**src/design/stream_mux_pkg.sv**
```systemverilog
// Shared widths, types and register map; N_CHAN and CMD_DEPTH are assumed to be powers of two
package stream_mux_pkg;

  // --------------------
  // Sizes
  // --------------------

  // Producer channels and channel index width
  localparam int N_CHAN    = 4;
  localparam int CHAN_BITS = $clog2(N_CHAN);

  // Beat payload
  localparam int DATA_BITS = 64;
  localparam int KEEP_BITS = DATA_BITS / 8;

  // Command length, stored as beats minus one
  localparam int LEN_BITS = 8;

  // Command queue sizing
  localparam int CMD_DEPTH    = 8;
  localparam int CMD_PTR_BITS = $clog2(CMD_DEPTH);
  localparam int CMD_CNT_BITS = $clog2(CMD_DEPTH + 1);

  // Statistics and register port
  localparam int CNT_BITS      = 32;
  localparam int REG_ADDR_BITS = 2;
  localparam int REG_DATA_BITS = 32;

  // --------------------
  // Types
  // --------------------

  typedef logic [CHAN_BITS-1:0]     chan_id_t;
  typedef logic [LEN_BITS-1:0]      beat_len_t;
  typedef logic [CNT_BITS-1:0]      stat_cnt_t;
  typedef logic [REG_ADDR_BITS-1:0] reg_addr_t;
  typedef logic [REG_DATA_BITS-1:0] reg_data_t;
  typedef logic [N_CHAN-1:0]        chan_mask_t;

  // Queue pointer and occupancy
  typedef logic [CMD_PTR_BITS-1:0] cmd_ptr_t;
  typedef logic [CMD_CNT_BITS-1:0] cmd_cnt_t;

  // Last slot index and full level of the command queue
  localparam cmd_ptr_t CMD_PTR_LAST = cmd_ptr_t'(CMD_DEPTH - 1);
  localparam cmd_cnt_t CMD_FULL     = cmd_cnt_t'(CMD_DEPTH);

  // Register map
  localparam reg_addr_t REG_ENABLE = 2'd0;
  localparam reg_addr_t REG_DROPS  = 2'd1;
  localparam reg_addr_t REG_BEATS  = 2'd2;

  // Transfer command: target channel and beats minus one
  typedef struct packed {
    chan_id_t  vfid;
    beat_len_t len;
  } mux_cmd_t;

  // One stream beat
  typedef struct packed {
    logic [DATA_BITS-1:0] data;
    logic [KEEP_BITS-1:0] keep;
  } stream_beat_t;

  // Mux FSM
  typedef enum logic {
    ST_IDLE,
    ST_MUX
  } mux_state_t;

endpackage
```
**src/design/stream_mux_top.sv**
```systemverilog
// Top of the command-steered stream mux; commands offered while cmd_full is high are lost
`timescale 1ns/1ps

module stream_mux_top (
  input  logic                                                   aclk,
  input  logic                                                   aresetn,
  // Command input
  input  logic                                                   cmd_valid,
  input  stream_mux_pkg::mux_cmd_t                               cmd,
  output logic                                                   cmd_full,
  // Producer streams
  input  logic [stream_mux_pkg::N_CHAN-1:0]                      in_valid,
  input  stream_mux_pkg::stream_beat_t [stream_mux_pkg::N_CHAN-1:0] in_beat,
  output logic [stream_mux_pkg::N_CHAN-1:0]                      in_ready,
  // Output stream
  output logic                                                   out_valid,
  output stream_mux_pkg::stream_beat_t                           out_beat,
  input  logic                                                   out_ready,
  output logic                                                   out_last,
  // Configuration port
  input  logic                                                   cfg_wr,
  input  logic                                                   cfg_rd,
  input  stream_mux_pkg::reg_addr_t                              cfg_addr,
  input  stream_mux_pkg::reg_data_t                              cfg_wdata,
  output stream_mux_pkg::reg_data_t                              cfg_rdata
);

  // Queue to mux
  logic                       cmd_avail;
  logic                       cmd_pop;
  stream_mux_pkg::mux_cmd_t   cmd_head;

  // Mux to and from registers
  stream_mux_pkg::chan_mask_t chan_enable;
  logic                       drop_pulse;
  logic                       beat_pulse;

  // --------------------
  // Command queue
  // --------------------

  mux_cmd_queue cmd_q0 (
    .aclk     (aclk),
    .aresetn  (aresetn),
    .push     (cmd_valid),
    .push_cmd (cmd),
    .full     (cmd_full),
    .pop      (cmd_pop),
    .avail    (cmd_avail),
    .head     (cmd_head)
  );

  // --------------------
  // Registers
  // --------------------

  mux_cfg_regs cfg0 (
    .aclk        (aclk),
    .aresetn     (aresetn),
    .cfg_wr      (cfg_wr),
    .cfg_rd      (cfg_rd),
    .cfg_addr    (cfg_addr),
    .cfg_wdata   (cfg_wdata),
    .cfg_rdata   (cfg_rdata),
    .chan_enable (chan_enable),
    .drop_pulse  (drop_pulse),
    .beat_pulse  (beat_pulse)
  );

  // Stream mux
  axis_mux_sink mux0 (
    .aclk        (aclk),
    .aresetn     (aresetn),
    .cmd_avail   (cmd_avail),
    .cmd_head    (cmd_head),
    .cmd_pop     (cmd_pop),
    .chan_enable (chan_enable),
    .in_valid    (in_valid),
    .in_beat     (in_beat),
    .in_ready    (in_ready),
    .out_valid   (out_valid),
    .out_beat    (out_beat),
    .out_ready   (out_ready),
    .out_last    (out_last),
    .drop_pulse  (drop_pulse),
    .beat_pulse  (beat_pulse)
  );

endmodule

```
**src/design/axis_mux_sink.sv**
```systemverilog
// Command-steered N-to-1 stream mux; input tlast is not used and out_last comes from the beat count
`timescale 1ns/1ps

module axis_mux_sink (
  input  logic                                                   aclk,
  input  logic                                                   aresetn,
  // Command head from the queue
  input  logic                                                   cmd_avail,
  input  stream_mux_pkg::mux_cmd_t                               cmd_head,
  output logic                                                   cmd_pop,
  // Channel mask from the register block
  input  stream_mux_pkg::chan_mask_t                             chan_enable,
  // Producer streams
  input  logic [stream_mux_pkg::N_CHAN-1:0]                      in_valid,
  input  stream_mux_pkg::stream_beat_t [stream_mux_pkg::N_CHAN-1:0] in_beat,
  output logic [stream_mux_pkg::N_CHAN-1:0]                      in_ready,
  // Output stream
  output logic                                                   out_valid,
  output stream_mux_pkg::stream_beat_t                           out_beat,
  input  logic                                                   out_ready,
  output logic                                                   out_last,
  // Statistics
  output logic                                                   drop_pulse,
  output logic                                                   beat_pulse
);

  // FSM and grant
  stream_mux_pkg::mux_state_t state_q;
  stream_mux_pkg::mux_state_t state_d;
  stream_mux_pkg::chan_id_t   id_q;
  stream_mux_pkg::chan_id_t   id_d;
  stream_mux_pkg::beat_len_t  cnt_q;
  stream_mux_pkg::beat_len_t  cnt_d;

  // Handshake helpers
  logic granted;
  logic xfer;
  logic last_xfer;
  logic head_enabled;

  // --------------------
  // Datapath
  // --------------------

  assign granted = (state_q == stream_mux_pkg::ST_MUX);

  // Only the owner sees out_ready, so stalls pass straight through
  always_comb begin
    in_ready = '0;
    if (granted) begin
      in_ready[id_q] = out_ready;
    end
  end

  // Zero payload while nobody owns the output
  always_comb begin
    if (granted) begin
      out_valid = in_valid[id_q];
      out_beat  = in_beat[id_q];
    end else begin
      out_valid = 1'b0;
      out_beat  = '0;
    end
  end

  // Last flag from the remaining count, only alongside a valid beat
  assign out_last = granted && (cnt_q == '0) && out_valid;

  assign xfer      = out_valid & out_ready;
  assign last_xfer = xfer && (cnt_q == '0);

  // --------------------
  // Command intake
  // --------------------

  // Pop when idle, or on the final beat for a gapless hand-over
  assign cmd_pop      = cmd_avail && (!granted || last_xfer);
  assign head_enabled = chan_enable[cmd_head.vfid];

  // Disabled channel, command is swallowed
  assign drop_pulse = cmd_pop && !head_enabled;
  assign beat_pulse = xfer;

  // Next state and counters
  always_comb begin
    state_d = state_q;
    id_d    = id_q;
    cnt_d   = cnt_q;
    if (cmd_pop) begin
      // New owner, or back to idle if masked off
      state_d = head_enabled ? stream_mux_pkg::ST_MUX : stream_mux_pkg::ST_IDLE;
      id_d    = cmd_head.vfid;
      cnt_d   = cmd_head.len;
    end else if (last_xfer) begin
      state_d = stream_mux_pkg::ST_IDLE;
    end else if (xfer) begin
      cnt_d = cnt_q - 1'b1;
    end
  end

  always_ff @(posedge aclk) begin
    if (!aresetn) begin
      state_q <= stream_mux_pkg::ST_IDLE;
      id_q    <= '0;
      cnt_q   <= '0;
    end else begin
      state_q <= state_d;
      id_q    <= id_d;
      cnt_q   <= cnt_d;
    end
  end

endmodule

```
**src/design/mux_cfg_regs.sv**
```systemverilog
// Config registers; read data appears one cycle after cfg_rd and a pulse coinciding with a clear is lost
`timescale 1ns/1ps

module mux_cfg_regs (
  input  logic                       aclk,
  input  logic                       aresetn,
  input  logic                       cfg_wr,
  input  logic                       cfg_rd,
  input  stream_mux_pkg::reg_addr_t  cfg_addr,
  input  stream_mux_pkg::reg_data_t  cfg_wdata,
  output stream_mux_pkg::reg_data_t  cfg_rdata,
  output stream_mux_pkg::chan_mask_t chan_enable,
  input  logic                       drop_pulse,
  input  logic                       beat_pulse
);

  // Statistics counters
  stream_mux_pkg::stat_cnt_t drop_cnt;
  stream_mux_pkg::stat_cnt_t beat_cnt;

  // Decoded write strobes
  logic wr_enable;
  logic wr_drops;
  logic wr_beats;

  assign wr_enable = cfg_wr && (cfg_addr == stream_mux_pkg::REG_ENABLE);
  assign wr_drops  = cfg_wr && (cfg_addr == stream_mux_pkg::REG_DROPS);
  assign wr_beats  = cfg_wr && (cfg_addr == stream_mux_pkg::REG_BEATS);

  // --------------------
  // Writable state
  // --------------------

  always_ff @(posedge aclk) begin
    if (!aresetn) begin
      // All channels open out of reset
      chan_enable <= '1;
    end else if (wr_enable) begin
      chan_enable <= cfg_wdata[stream_mux_pkg::N_CHAN-1:0];
    end
  end

  // Dropped command count, any write clears
  always_ff @(posedge aclk) begin
    if (!aresetn) begin
      drop_cnt <= '0;
    end else if (wr_drops) begin
      drop_cnt <= '0;
    end else if (drop_pulse) begin
      drop_cnt <= drop_cnt + 1'b1;
    end
  end

  // Forwarded beat count, wraps silently
  always_ff @(posedge aclk) begin
    if (!aresetn) begin
      beat_cnt <= '0;
    end else if (wr_beats) begin
      beat_cnt <= '0;
    end else if (beat_pulse) begin
      beat_cnt <= beat_cnt + 1'b1;
    end
  end

  // --------------------
  // Read port
  // --------------------

  // Registered, held until the next read
  always_ff @(posedge aclk) begin
    if (!aresetn) begin
      cfg_rdata <= '0;
    end else if (cfg_rd) begin
      case (cfg_addr)
        stream_mux_pkg::REG_ENABLE: cfg_rdata <= stream_mux_pkg::reg_data_t'(chan_enable);
        stream_mux_pkg::REG_DROPS:  cfg_rdata <= stream_mux_pkg::reg_data_t'(drop_cnt);
        stream_mux_pkg::REG_BEATS:  cfg_rdata <= stream_mux_pkg::reg_data_t'(beat_cnt);
        default:                    cfg_rdata <= '0;
      endcase
    end
  end

endmodule

```
**src/design/mux_cmd_queue.sv**
```systemverilog
// Command FIFO; a push while full is dropped and a pop while empty is ignored
`timescale 1ns/1ps

module mux_cmd_queue (
  input  logic                     aclk,
  input  logic                     aresetn,
  input  logic                     push,
  input  stream_mux_pkg::mux_cmd_t push_cmd,
  output logic                     full,
  input  logic                     pop,
  output logic                     avail,
  output stream_mux_pkg::mux_cmd_t head
);

  // Entry storage
  stream_mux_pkg::mux_cmd_t mem [stream_mux_pkg::CMD_DEPTH];

  // Pointers and fill level
  stream_mux_pkg::cmd_ptr_t wr_ptr;
  stream_mux_pkg::cmd_ptr_t rd_ptr;
  stream_mux_pkg::cmd_cnt_t count;

  // Qualified strobes
  logic do_push;
  logic do_pop;

  // --------------------
  // Status
  // --------------------

  assign full  = (count == stream_mux_pkg::CMD_FULL);
  assign avail = (count != '0);

  // Only accept what fits, only release what exists
  assign do_push = push & ~full;
  assign do_pop  = pop & avail;

  // Head seen by the mux straight from the read slot
  assign head = mem[rd_ptr];

  // --------------------
  // Pointers
  // --------------------

  always_ff @(posedge aclk) begin
    if (!aresetn) begin
      wr_ptr <= '0;
      rd_ptr <= '0;
      count  <= '0;
    end else begin
      if (do_push) begin
        // Wrap at the last slot
        wr_ptr <= (wr_ptr == stream_mux_pkg::CMD_PTR_LAST) ? '0 : wr_ptr + 1'b1;
      end
      if (do_pop) begin
        rd_ptr <= (rd_ptr == stream_mux_pkg::CMD_PTR_LAST) ? '0 : rd_ptr + 1'b1;
      end
      // Push and pop together leave the level unchanged
      case ({do_push, do_pop})
        2'b10:   count <= count + 1'b1;
        2'b01:   count <= count - 1'b1;
        default: count <= count;
      endcase
    end
  end

  // --------------------
  // Storage
  // --------------------

  always_ff @(posedge aclk) begin
    if (do_push) begin
      mem[wr_ptr] <= push_cmd;
    end
  end

endmodule

```
**config.mk**
```make
export PLATFORM = sky130hd
export DESIGN_NAME = stream_mux_top
export DESIGN_NICKNAME = d
export VERILOG_FILES = /design/src/design/stream_mux_pkg.sv /design/src/design/stream_mux_top.sv /design/src/design/axis_mux_sink.sv /design/src/design/mux_cfg_regs.sv /design/src/design/mux_cmd_queue.sv
export SDC_FILE = /design/constraint.sdc
export NUM_CORES = 1
export LEC_CHECK = 0
export ABC_AREA = 1
export CAP_MARGIN = 10
export CORE_AREA = 2 2 178 180
export CTS_BUF_LIST = sky130_fd_sc_hd__clkbuf_4 sky130_fd_sc_hd__clkbuf_8
export DETAILED_ROUTE_END_ITERATION = 12
export DIE_AREA = 0 0 180 182
export DONT_BUFFER_PORTS = 1
export SLEW_MARGIN = 15
export SYNTH_ARGS = -nofsm -noshare
export SYNTH_HDL_FRONTEND = slang
export SYNTH_HIERARCHICAL = 1
export SYNTH_SLANG_ARGS = --single-unit
```
**constraint.sdc**
```tcl
create_clock -name aclk -period 2.4 [get_ports aclk]
set_input_delay 0.24 -clock aclk [delete_from_list [all_inputs] [get_ports aclk]]
set_output_delay 0.24 -clock aclk [all_outputs]
set_load 0.02 [all_outputs]
```
; After elaboration in Yosys (flattened, before gate mapping)
; Memories as Yosys holds them, arrays and structs flattened. A register that Yosys moved wholly into a read port is not among the register bits.
; Cells that the tools add are included.
; W data, S select, Z words.
[totals]
ff_bits = 121
ram_bits = 80
out_inout_bits = 111
elab_cells = 81
n_memories = 1
[op_classes]
addsub = 7
magnitude_cmp = 3
n_eq_ne = 8
muxes = 25
bitwise = 6
n_reduce_logical = 21
[mem_list]
columns = name, depth, word_bits, read_ports, rd_ports_with_merged_regs, wr, line
row1 = cmd_q0.mem, 8, 10, 1, 1, 1, mux_cmd_queue.sv:16  ; stream_mux_pkg::mux_cmd_t mem [stream_mux_pkg::CMD_DEPTH];
[op_table]
columns = cell, count
row1 = $bmux W72 S2, 1
row2 = $mux W72, 2
row3 = $pmux W32 S3, 1
row4 = $add A32 B1 Y32 const B, 2
row5 = $mux W8, 3
row6 = $mux W3, 4
row7 = $logic_and A1 B1 Y1, 9
row8 = $mux W1, 9
row9 = $logic_not A8 Y1, 1
row10 = $pmux W4 S2, 1
row11 = $sub A8 B1 Y8 const B, 1
row12 = $add A3 B1 Y3 const B, 2
row13 = $eq A3 B3 Y1 const B, 2
row14 = $lt A2 B3 Y1 const B, 2
row15 = $reduce_bool A2 Y1, 3
row16 = $add A4 B1 Y4 const B, 1
row17 = $and A4 B4 Y4, 1
row18 = $bmux W1 S2, 2
row19 = $eq A2 B1 Y1 const B, 2
row20 = $eq A2 B2 Y1 const B, 2
row21 = $eq A4 B4 Y1 const B, 1
row22 = $mux W4, 1
row23 = $reduce_bool A4 Y1, 1
row24 = $reduce_or A2 Y1, 2
row25 = other kinds (10), 14

; Longest topological paths before layout
; Gate-level depths: netlist (run 1).
[logic_depth]
depth_word = 10
ltp_mapped = 23
depth_no_buf = 21

; By module
; The synthesis (run 1) kept the hierarchy.
[by_module_without_submodules]
columns = module, n_inst, cells_per_inst, area_per_inst_um2
row1 = mux_cfg_regs, 1, 765, 5084.9
row2 = mux_cmd_queue, 1, 317, 3802.4
row3 = axis_mux_sink, 1, 472, 2797.7

; Least setup slack after synthesis (run 1)
; Ideal clock, no wire load.
[synth_timing]
kind = register to register
startpoint = reg mux0.cnt_q[0]
endpoint = reg cmd_q0.count[2]
arrival_ns = 2.402
slack_ns = -0.118
stages_incl_launch_ff = 21
path_buffers = 1
period_less_slack_ns = 2.518
cell_sequence = dfxtp_1 -> inv_1 -> ha_1 -> nand3_1 -> nor2_1 -> nand3_2 -> nand2_4 -> nand2_8 -> buf_8 -> inv_1 -> nand2_2 -> inv_2 -> ha_1 -> nand2_1 -> inv_1 -> nor2_2 -> ha_1 -> a21oi_1 -> xnor2_1 -> o21ai_0 -> inv_1
[synth_via]
elab_chain_cells = 7
[synth_rtl]
columns = item, line
row1 = start: declaration, axis_mux_sink.sv:32  ; stream_mux_pkg::beat_len_t cnt_q;
row2 = start signal: assignment, axis_mux_sink.sv:109  ; cnt_q <= cnt_d;
row3 = $logic_not A8 Y1 (*), axis_mux_sink.sv:70  ; assign last_xfer = xfer && (cnt_q == '0);
row4 = $logic_and A1 B1 Y1 (*), axis_mux_sink.sv:70
row5 = $logic_or A1 B1 Y1 (*), axis_mux_sink.sv:77  ; assign cmd_pop = cmd_avail && (!granted || last_xfer);
row6 = $logic_and A1 B1 Y1 (*), axis_mux_sink.sv:77
row7 = net cmd_pop, stream_mux_top.sv:30  ; logic cmd_pop;
row8 = $and A1 B1 Y1 (*), mux_cmd_queue.sv:36  ; assign do_pop = pop & avail;
row9 = $eq A2 B1 Y1 / $eq A2 B2 Y1 (equally long branches), mux_cmd_queue.sv:59  ; case ({do_push, do_pop})
row10 = $pmux W4 S2 / $reduce_bool A2 Y1 (equally long branches), -
row11 = end signal: assignment, mux_cmd_queue.sv:60  ; 2'b10: count <= count + 1'b1;
row12 = end signal: assignment, mux_cmd_queue.sv:61  ; 2'b01: count <= count - 1'b1;
row13 = end signal: assignment, mux_cmd_queue.sv:62  ; default: count <= count;
row14 = end: declaration, mux_cmd_queue.sv:21  ; stream_mux_pkg::cmd_cnt_t count;
; Mark *: on every way through the listed nets, which the timed path passes. The rest lies on a longest branch.
; A chain may end at the register's enable or synchronous reset.

==> results of run 1 <==
==> critical path, cell delays in order (launching register included) <==
cell and delay [ns]:
dfxtp_4 0.41, buf_6 0.11, buf_4 0.14, bufbuf_16 0.33, nand3_1 0.09, a31oi_1 0.29, buf_4 0.21
==> power groups by stage <==
stage	clock network (uW)	logic (uW)	registers, uW
floorplan	0	3980	4090
global placement	0	6060	4170
detailed placement	0	6120	4170
CTS	3050	7050	4100
global route	3190	8100	4150
finish	2990	7600	4120
==> layout make-up <==
cell class / instances / area (um2)
Clock inverter: 5 / 48.80
Fill cell: 3056 / 16390
Clock buffer: 48 / 598.1
Timing Repair Buffer: 182 / 1882
Antenna cell: 9 / 22.52
Multi-Input combinational cell: 1095 / 6001
Tap cell: 402 / 503.0
Inverter: 166 / 643.1
Sequential cell: 204 / 4897
==> kinds of logic after synthesis <==
kind of cell               Yosys count  share of synthesized area
and+or+nand+nor                    702                     0.2745
AOI/OAI and AO/OA                  359                     0.1893
buffers and inverters              255                    0.08834
DFF                                204                     0.4180
xor gates and xnor gates            14                    0.01049
muxes                               10                   0.008567
adders and majority gates           10                    0.01071
==> through the flow <==
| stage | power (uW) | setup TNS (ns) | utilization |
|---|---|---|---|
| 6_report | 14700 | 0 | 0.4710 |
| 2_1_floorplan | 8068 | 0 | - |
| 5_1_grt | 15440 | -1.100 | 0.4705 |
| 3_5_place_dp | 10290 | -0.01694 | 0.4164 |
| 4_1_cts | 14200 | 0 | 0.4597 |
| 3_3_place_gp | 10230 | 0 | 0.4164 |
==> metal layers <==
layer	vias up	share of wire
met5	-	0.0011
met4	10	0.033
met3	114	0.12
met2	613	0.45
met1	5788	0.40
li1	5676	-
==> how the worst min path moves through the flow <==
| stage | end | startpoint | slack, ns |
|---|---|---|---|
| after floorplan | cmd_q0/mem[0][0]$_DFFE_PP_ | cmd[0] | 0.34 |
| after global placement | cfg0/chan_enable[3]$_SDFFE_PN1P_ | aresetn | 0.33 |
| after detailed placement | cfg0/chan_enable[3]$_SDFFE_PN1P_ | aresetn | 0.33 |
| after CTS | cfg0/drop_cnt[8]$_SDFFE_PP0P_ | aresetn | 0.008 |
| after global routing | cfg0/drop_cnt[10]$_SDFFE_PP0P_ | aresetn | 0.04 |
| final | cfg0/drop_cnt[10]$_SDFFE_PP0P_ | aresetn | 0.05 |
==> flip-flops by register name, indices dropped and copies added (netlist names), named ones only <==
name	count
cfg0/cfg_rdata	32
mux0/granted	1
cfg0/beat_cnt	32
cmd_q0/wr_ptr	3
cfg0/drop_cnt	32
cmd_q0/mem	80
mux0/cnt_q	8
cmd_q0/count	4
mux0/id_q	2
cmd_q0/rd_ptr	3
cfg0/chan_enable	4
==> synth_stat cells (11+ instances only) <==
| master | number |
|---|---|
| o21ai_1 | 35 |
| o221ai_1 | 24 |
| nor3_1 | 17 |
| clkbuf_1 | 48 |
| xor2_1 | 11 |
| a31oi_1 | 73 |
| inv_1 | 154 |
| buf_2 | 28 |
| edfxtp_1 | 80 |
| dfxtp_1 | 124 |
| o21ai_0 | 78 |
| a22oi_1 | 73 |
| nand3_1 | 204 |
| nand2_1 | 230 |
| nor2_1 | 174 |
| nand4_1 | 17 |
| nor2_2 | 14 |
| a21oi_1 | 59 |
| nand2_2 | 18 |
==> repair_timing <==
action / 4_1_cts / 5_1_grt
pin swaps: 4 / 30
endpoints found under the hold margin: 140 / 0
hold buffers: 22 / 0
setup endpoints to repair: 60 / 68
cloned: 8 / 3
gates resized for setup: 22 / 51
buffers inserted: 7 / 11
==> impl_metrics.env, run 1 <==
export IMPL_tightest_slew_ns=0.6630
export IMPL_synth_top_area_cell="dfxtp_1"
export IMPL_endpoint="out_beat[19]"
export IMPL_grt_pass1_wl_um=74910
export IMPL_htree_levels=1
export IMPL_grt_use_met2=0.4775
export IMPL_wl_um=51480
export IMPL_drt_iter0_drc=1138
export IMPL_maxCapViolations=0
export IMPL_cts_root_buf="clkbuf_8"
export IMPL_grt_overflow=0
export IMPL_synth_avg_cell_area_um2=7.519
export IMPL_cp_end_kind="primary output"
export IMPL_start_util=0.3771
export IMPL_wl_per_cell_um=24.38
export IMPL_dp_slack_ns=-0.01559
export IMPL_leakage_uw=0.005390
export IMPL_nets=2032
export IMPL_setup_ws_ns=0.03646
export IMPL_max_freq_mhz=423.1
export IMPL_setup_viol=0
export IMPL_yosys_warnings=6
export IMPL_p_clk_frac=0.203
export IMPL_antenna_found_initial=12
export IMPL_vias=12200
export IMPL_hold_violations=0
export IMPL_clock_path_buffers=3
export IMPL_row_count=65
export IMPL_peakVddDrop_mv=0.5725
export IMPL_synth_area_top_cells="dfxtp_1, edfxtp_1, nand3_1, nand2_1, nor2_1"
export IMPL_cp_max_fo=19
export IMPL_hold_ws_ns=0.05224
export IMPL_vias_per_cell=5.780
export IMPL_cts_tree="done"
export IMPL_drc_errors=0
export IMPL_rsz0062_at_grt="true"
export IMPL_r2r_end="cfg0/drop_cnt[9]$_SDFFE_PP0P_"
export IMPL_synth_async_sr_flop_share=0
export IMPL_seq_area_frac_synth=0.4180
export IMPL_top_usage_layer="met2"
export IMPL_fp_dieH_um=182
export IMPL_dp_hpwl_um=38640
export IMPL_crit_required_ns=2.16
export IMPL_io_pins=453
export IMPL_slew_viol_final=0
export IMPL_clk_transition_reported_paths_ns=0.07
export IMPL_crit_path_start="mux0/id_q[0]$_SDFFE_PN0P_"
export IMPL_crit_type="register to primary output"
export IMPL_place_congestion=0.9992
export IMPL_outcome="finished, final reports clean"
export IMPL_final_common_cell="nand2_1"
export IMPL_syn_to_final_growth_pct=24.91
export IMPL_p_sw_uw=6085
export IMPL_netlist_area_um2=11680
export IMPL_finalClockSkew_ns=0.04177
export IMPL_final_cell_mix="nand2_1, nand3_1, nor2_1"
export IMPL_swShare=0.4138
export IMPL_syn_instance_count=1554
export IMPL_grt_total_usage=0.3008
export IMPL_grt_max_degree=65
export IMPL_dpl_cell_area_um2=12900
export IMPL_comb_power_share=0.517
export IMPL_synth_nets=1906
export IMPL_ant_nets=0
export IMPL_dp_cells=1999
export IMPL_cts_buffers=31
export IMPL_grt_pass1_vias=11490
export IMPL_port_buffers=0
export IMPL_yosys_register_bits=204
export IMPL_drive_above_1_share=0.1906
export IMPL_r2r_cells=17
export IMPL_p_seq_frac=0.280
export IMPL_ys_flop_type="dfxtp_1"
export IMPL_clkLatencyLatePin_ns=0.57
export IMPL_post_route_period_util=0.9848
export IMPL_rrSetupSlack_ns=0.10
export IMPL_synth_cell_types=43
export IMPL_power_density_nw_per_um2=1007
export IMPL_cts_sinks=204
export IMPL_max_slew_margin=0.5575
export IMPL_met1_usage=0.3882
export IMPL_p_int_uw=8618
export IMPL_post_route_min_period_ns=2.364
export IMPL_post_layout_nonfiller_instances=2111
export IMPL_die_x_um=180
export IMPL_dieArea_um2=32760
export IMPL_use_met3=0.09928
export IMPL_crit_path_start_kind="register"
export IMPL_synth_edf_count=80
export IMPL_design_core_area_um2=30990
export IMPL_whs_path_depth=3
export IMPL_yosysTopAreaCellShare=0.2124
export IMPL_drtPass1Iterations=5
export IMPL_fin_area_um2=14600
export IMPL_hold_class="input pin to register"
export IMPL_critPathArrivalTime_ns=2.12
Power figures use the tool's default switching activity.
==> run 2, diff against run 1 <==
--- a/config.mk
+++ b/config.mk
@@ -5,12 +5,11 @@
 export SDC_FILE = /design/constraint.sdc
 export NUM_CORES = 1
 export LEC_CHECK = 0
-export ABC_AREA = 1
 export CAP_MARGIN = 10
-export CORE_AREA = 2 2 178 180
+export CORE_AREA = 2 2 175 177
 export CTS_BUF_LIST = sky130_fd_sc_hd__clkbuf_4 sky130_fd_sc_hd__clkbuf_8
 export DETAILED_ROUTE_END_ITERATION = 12
-export DIE_AREA = 0 0 180 182
+export DIE_AREA = 0 0 177 179
 export DONT_BUFFER_PORTS = 1
 export SLEW_MARGIN = 15
 export SYNTH_ARGS = -nofsm -noshare
==> impl_metrics.env, run 2 <==
export IMPL_netlist_area_um2=11210
export IMPL_final_cell_mix="dfxtp_1, mux4_2, buf_4"
export IMPL_grt_pass1_wl_um=67920
export IMPL_leakage_uw=0.004794
export IMPL_port_buffers=0
export IMPL_hold_class="input pin to register"
export IMPL_hold_violations=0
export IMPL_synth_avg_cell_area_um2=11.37
export IMPL_antenna_found_initial=45
export IMPL_yosys_warnings=6
export IMPL_synth_async_sr_flop_share=0
export IMPL_ys_flop_type="dfxtp_1"
export IMPL_grt_max_degree=74
export IMPL_post_route_min_period_ns=3.017
export IMPL_r2r_end="cfg0/drop_cnt[18]$_SDFFE_PP0P_"
export IMPL_p_int_uw=9211
export IMPL_ys_top_cells_by_count="dfxtp_1, mux4_2, and2_1, edfxtp_1, nor2_1"
export IMPL_peakVddDrop_mv=0.9156
export IMPL_p_sw_uw=6189
export IMPL_yosys_register_bits=204
export IMPL_htree_levels=2
export IMPL_tightest_slew_ns=0.9807
export IMPL_clk_transition_reported_paths_ns=0.06
export IMPL_clkLatencyLatePin_ns=0.55
export IMPL_fillerInstances=2708
export IMPL_crit_path_start_kind="register"
export IMPL_syn_to_final_growth_pct=27.82
export IMPL_ant_nets=0
export IMPL_cp_end_kind="register"
export IMPL_synth_cell_types=62
export IMPL_violations="negative setup slack"
export IMPL_hold_path_end="cfg0/chan_enable[1]$_SDFFE_PN1P_"
export IMPL_largest_register="cmd_q0/mem"
export IMPL_die_x_um=177
export IMPL_largest_register_ffs=80
export IMPL_cts_root_buf="clkbuf_8"
export IMPL_final_common_cell="dfxtp_1"
export IMPL_cts_sinks=204
export IMPL_design_core_area_um2=30030
export IMPL_syn_instance_count=986
export IMPL_p_clk_frac=0.216
export IMPL_drtPass1Iterations=6
export IMPL_start_util=0.3734
export IMPL_max_freq_mhz=331.5
export IMPL_yosysTopAreaCellShare=0.2214
export IMPL_power_density_nw_per_um2=1074
export IMPL_place_congestion=0.9854
export IMPL_drive_above_1_share=0.3892
export IMPL_clock_path_buffers=3
export IMPL_maxCapViolations=0
export IMPL_drt_iter0_drc=1197
export IMPL_fp_dieH_um=179
export IMPL_synth_area_top_cells="dfxtp_1, edfxtp_1, mux4_2, and2_1, a21oi_1"
export IMPL_seq_area_frac_synth=0.4356
export IMPL_swShare=0.4019
export IMPL_crit_required_ns=2.86
export IMPL_dp_hpwl_um=39830
export IMPL_whs_path_depth=3
export IMPL_row_count=64
export IMPL_dieArea_um2=31680
export IMPL_synth_edf_count=80
export IMPL_max_slew_margin=0.3441
export IMPL_finalClockSkew_ns=0.04065
export IMPL_setup_ws_ns=-0.6170
export IMPL_comb_power_share=0.523
export IMPL_grt_overflow=0
export IMPL_p_seq_frac=0.261
export IMPL_rsz0062_at_grt="true"
export IMPL_synth_nets=1338
export IMPL_io_pins=453
export IMPL_rrSetupSlack_ns=-0.62
export IMPL_synth_top_area_cell="dfxtp_1"
export IMPL_yosysMostFrequentCell="dfxtp_1"
export IMPL_critPathArrivalTime_ns=3.48
export IMPL_grt_total_usage=0.3154
export IMPL_wl_per_cell_um=33.78
export IMPL_grt_pass1_vias=8893
export IMPL_worstHoldStart="cfg_addr[1]"
export IMPL_r2r_cells=10
export IMPL_crit_type="register to register"
export IMPL_drc_errors=0
export IMPL_cts_buffers=37
export IMPL_vias=9820
export IMPL_max_stage_delay_ns=0.52
export IMPL_critPathSlowestCell="mux4_2"
export IMPL_outcome="complete, but fails checks"
export IMPL_total_power_uw=15400
export IMPL_path_cells="mux4_2 > mux2_4 > mux4_2 > nor2_4 > buf_6 > nand4_1 > buf_4 > buf_6 > or4_1 > a21oi_1"
export IMPL_post_route_period_util=1.257
export IMPL_dp_slack_ns=-0.7836
export IMPL_vias_per_cell=6.327
export IMPL_slew_viol_final=0
export IMPL_cts_tree="done"
export IMPL_setup_viol=118
export IMPL_cp_max_fo=7
export IMPL_wl_um=52430
export IMPL_nets=1455
## run 2: changes by cell type in the layout (fill, tap and decap cells not counted), sizes merged, moves of 67 or more
cell   previous run  this run
a31oi            73         6
and2              1        82
inv             165        15
mux4              0        94
nand2           252        52
nand3           209        25
nor2            198        68
o21ai           114        25
## run 2: worst max path at each step
| stage | start | endpoint | slack, ns | cells after the start |
|---|---|---|---|---|
| detailed placement | register | cfg0/drop_cnt[19]$_SDFFE_PP0P_ | -0.78 | 8 |
| global route | register | cfg0/drop_cnt[18]$_SDFFE_PP0P_ | -0.69 | 10 |
| global placement | register | cfg0/drop_cnt[19]$_SDFFE_PP0P_ | -0.75 | 8 |
| floorplan | register | cfg0/drop_cnt[19]$_SDFFE_PP0P_ | -0.90 | 10 |
| finish | register | cfg0/drop_cnt[18]$_SDFFE_PP0P_ | -0.62 | 10 |
| CTS | register | cfg0/drop_cnt[19]$_SDFFE_PP0P_ | -0.62 | 8 |
## run 2: through the flow
stage          hold WS (ns)  instances  utilization  cell area, um2  TNS (ns)
2_1_floorplan        0.3019        986            -           11430    -13.75
3_3_place_gp         0.3220       1397       0.4070           12220    -14.32
3_5_place_dp         0.3243       1397       0.4070           12220    -15.97
5_1_grt             0.04428       1531       0.4755           14280    -33.65
4_1_cts             0.02258       1499       0.4575           13740    -18.79
6_report            0.04905       1552       0.4773           14330    -26.75
## run 2: logic make-up after synthesis
| family | share of synthesized area |
|---|---|
| xor gates and xnor gates | 0.01796 |
| muxes | 0.2150 |
| and+or+nand+nor | 0.1781 |
| adders and majority gates | 0.01116 |
| buffers and inverters | 0.03425 |
| AOI/OAI and AO/OA | 0.1079 |
| DFF | 0.4356 |
## run 2: repair_timing
item                                    4_1_cts  5_1_grt
gates resized for setup                     127      115
setup buffers                                13       25
endpoints found under the hold margin       142        0
endpoints found under the setup margin      105      111
hold buffers                                 17        0
cloned                                        9        6
pin swaps                                    26       42
## run 2: power groups by stage
stage	Clock [uW]	Combinational (uW)	Sequential, uW
5_1_grt	3510	8270	4040
2_1_floorplan	0	3980	4070
6_report	3320	8060	4020
4_1_cts	3350	7480	4020
3_3_place_gp	0	6190	4070
3_5_place_dp	0	6170	4080
## run 2: routing by layer
| metal | vias up | GRT usage | wire (um) | part of all wire |
|---|---|---|---|---|
| met5 | - | 0 | 121 | 0.0023 |
| met2 | 777 | 0.4395 | 21120 | 0.40 |
| met1 | 4809 | 0.4127 | 19850 | 0.38 |
| met4 | 16 | 0.07782 | 1184 | 0.023 |
| li1 | 4111 | - | - | - |
| met3 | 107 | 0.1885 | 10150 | 0.19 |
## run 2: worst max-delay path, delay by kind of cell, from the launching register on
kind,cells,cell delay [ns]
AND/OR/NAND/NOR,3,0.69
multiplexers,3,1.28
flip-flops,1,0.37
AO/OA/AOI/OAI,1,0.16
buffers and inverters,3,0.44
## run 2: layout make-up
class	instances	area, um2	area share
antenna	28	70.07	0.004889
timing repair buffer	150	1575	0.1099
sequential	204	4903	0.3421
clock buffer	52	640.6	0.04470
tap	396	495.5	0.03457
inverter	16	60.06	0.004190
multi-input combinational	694	6504	0.4538
clock inverter	12	83.83	0.005849
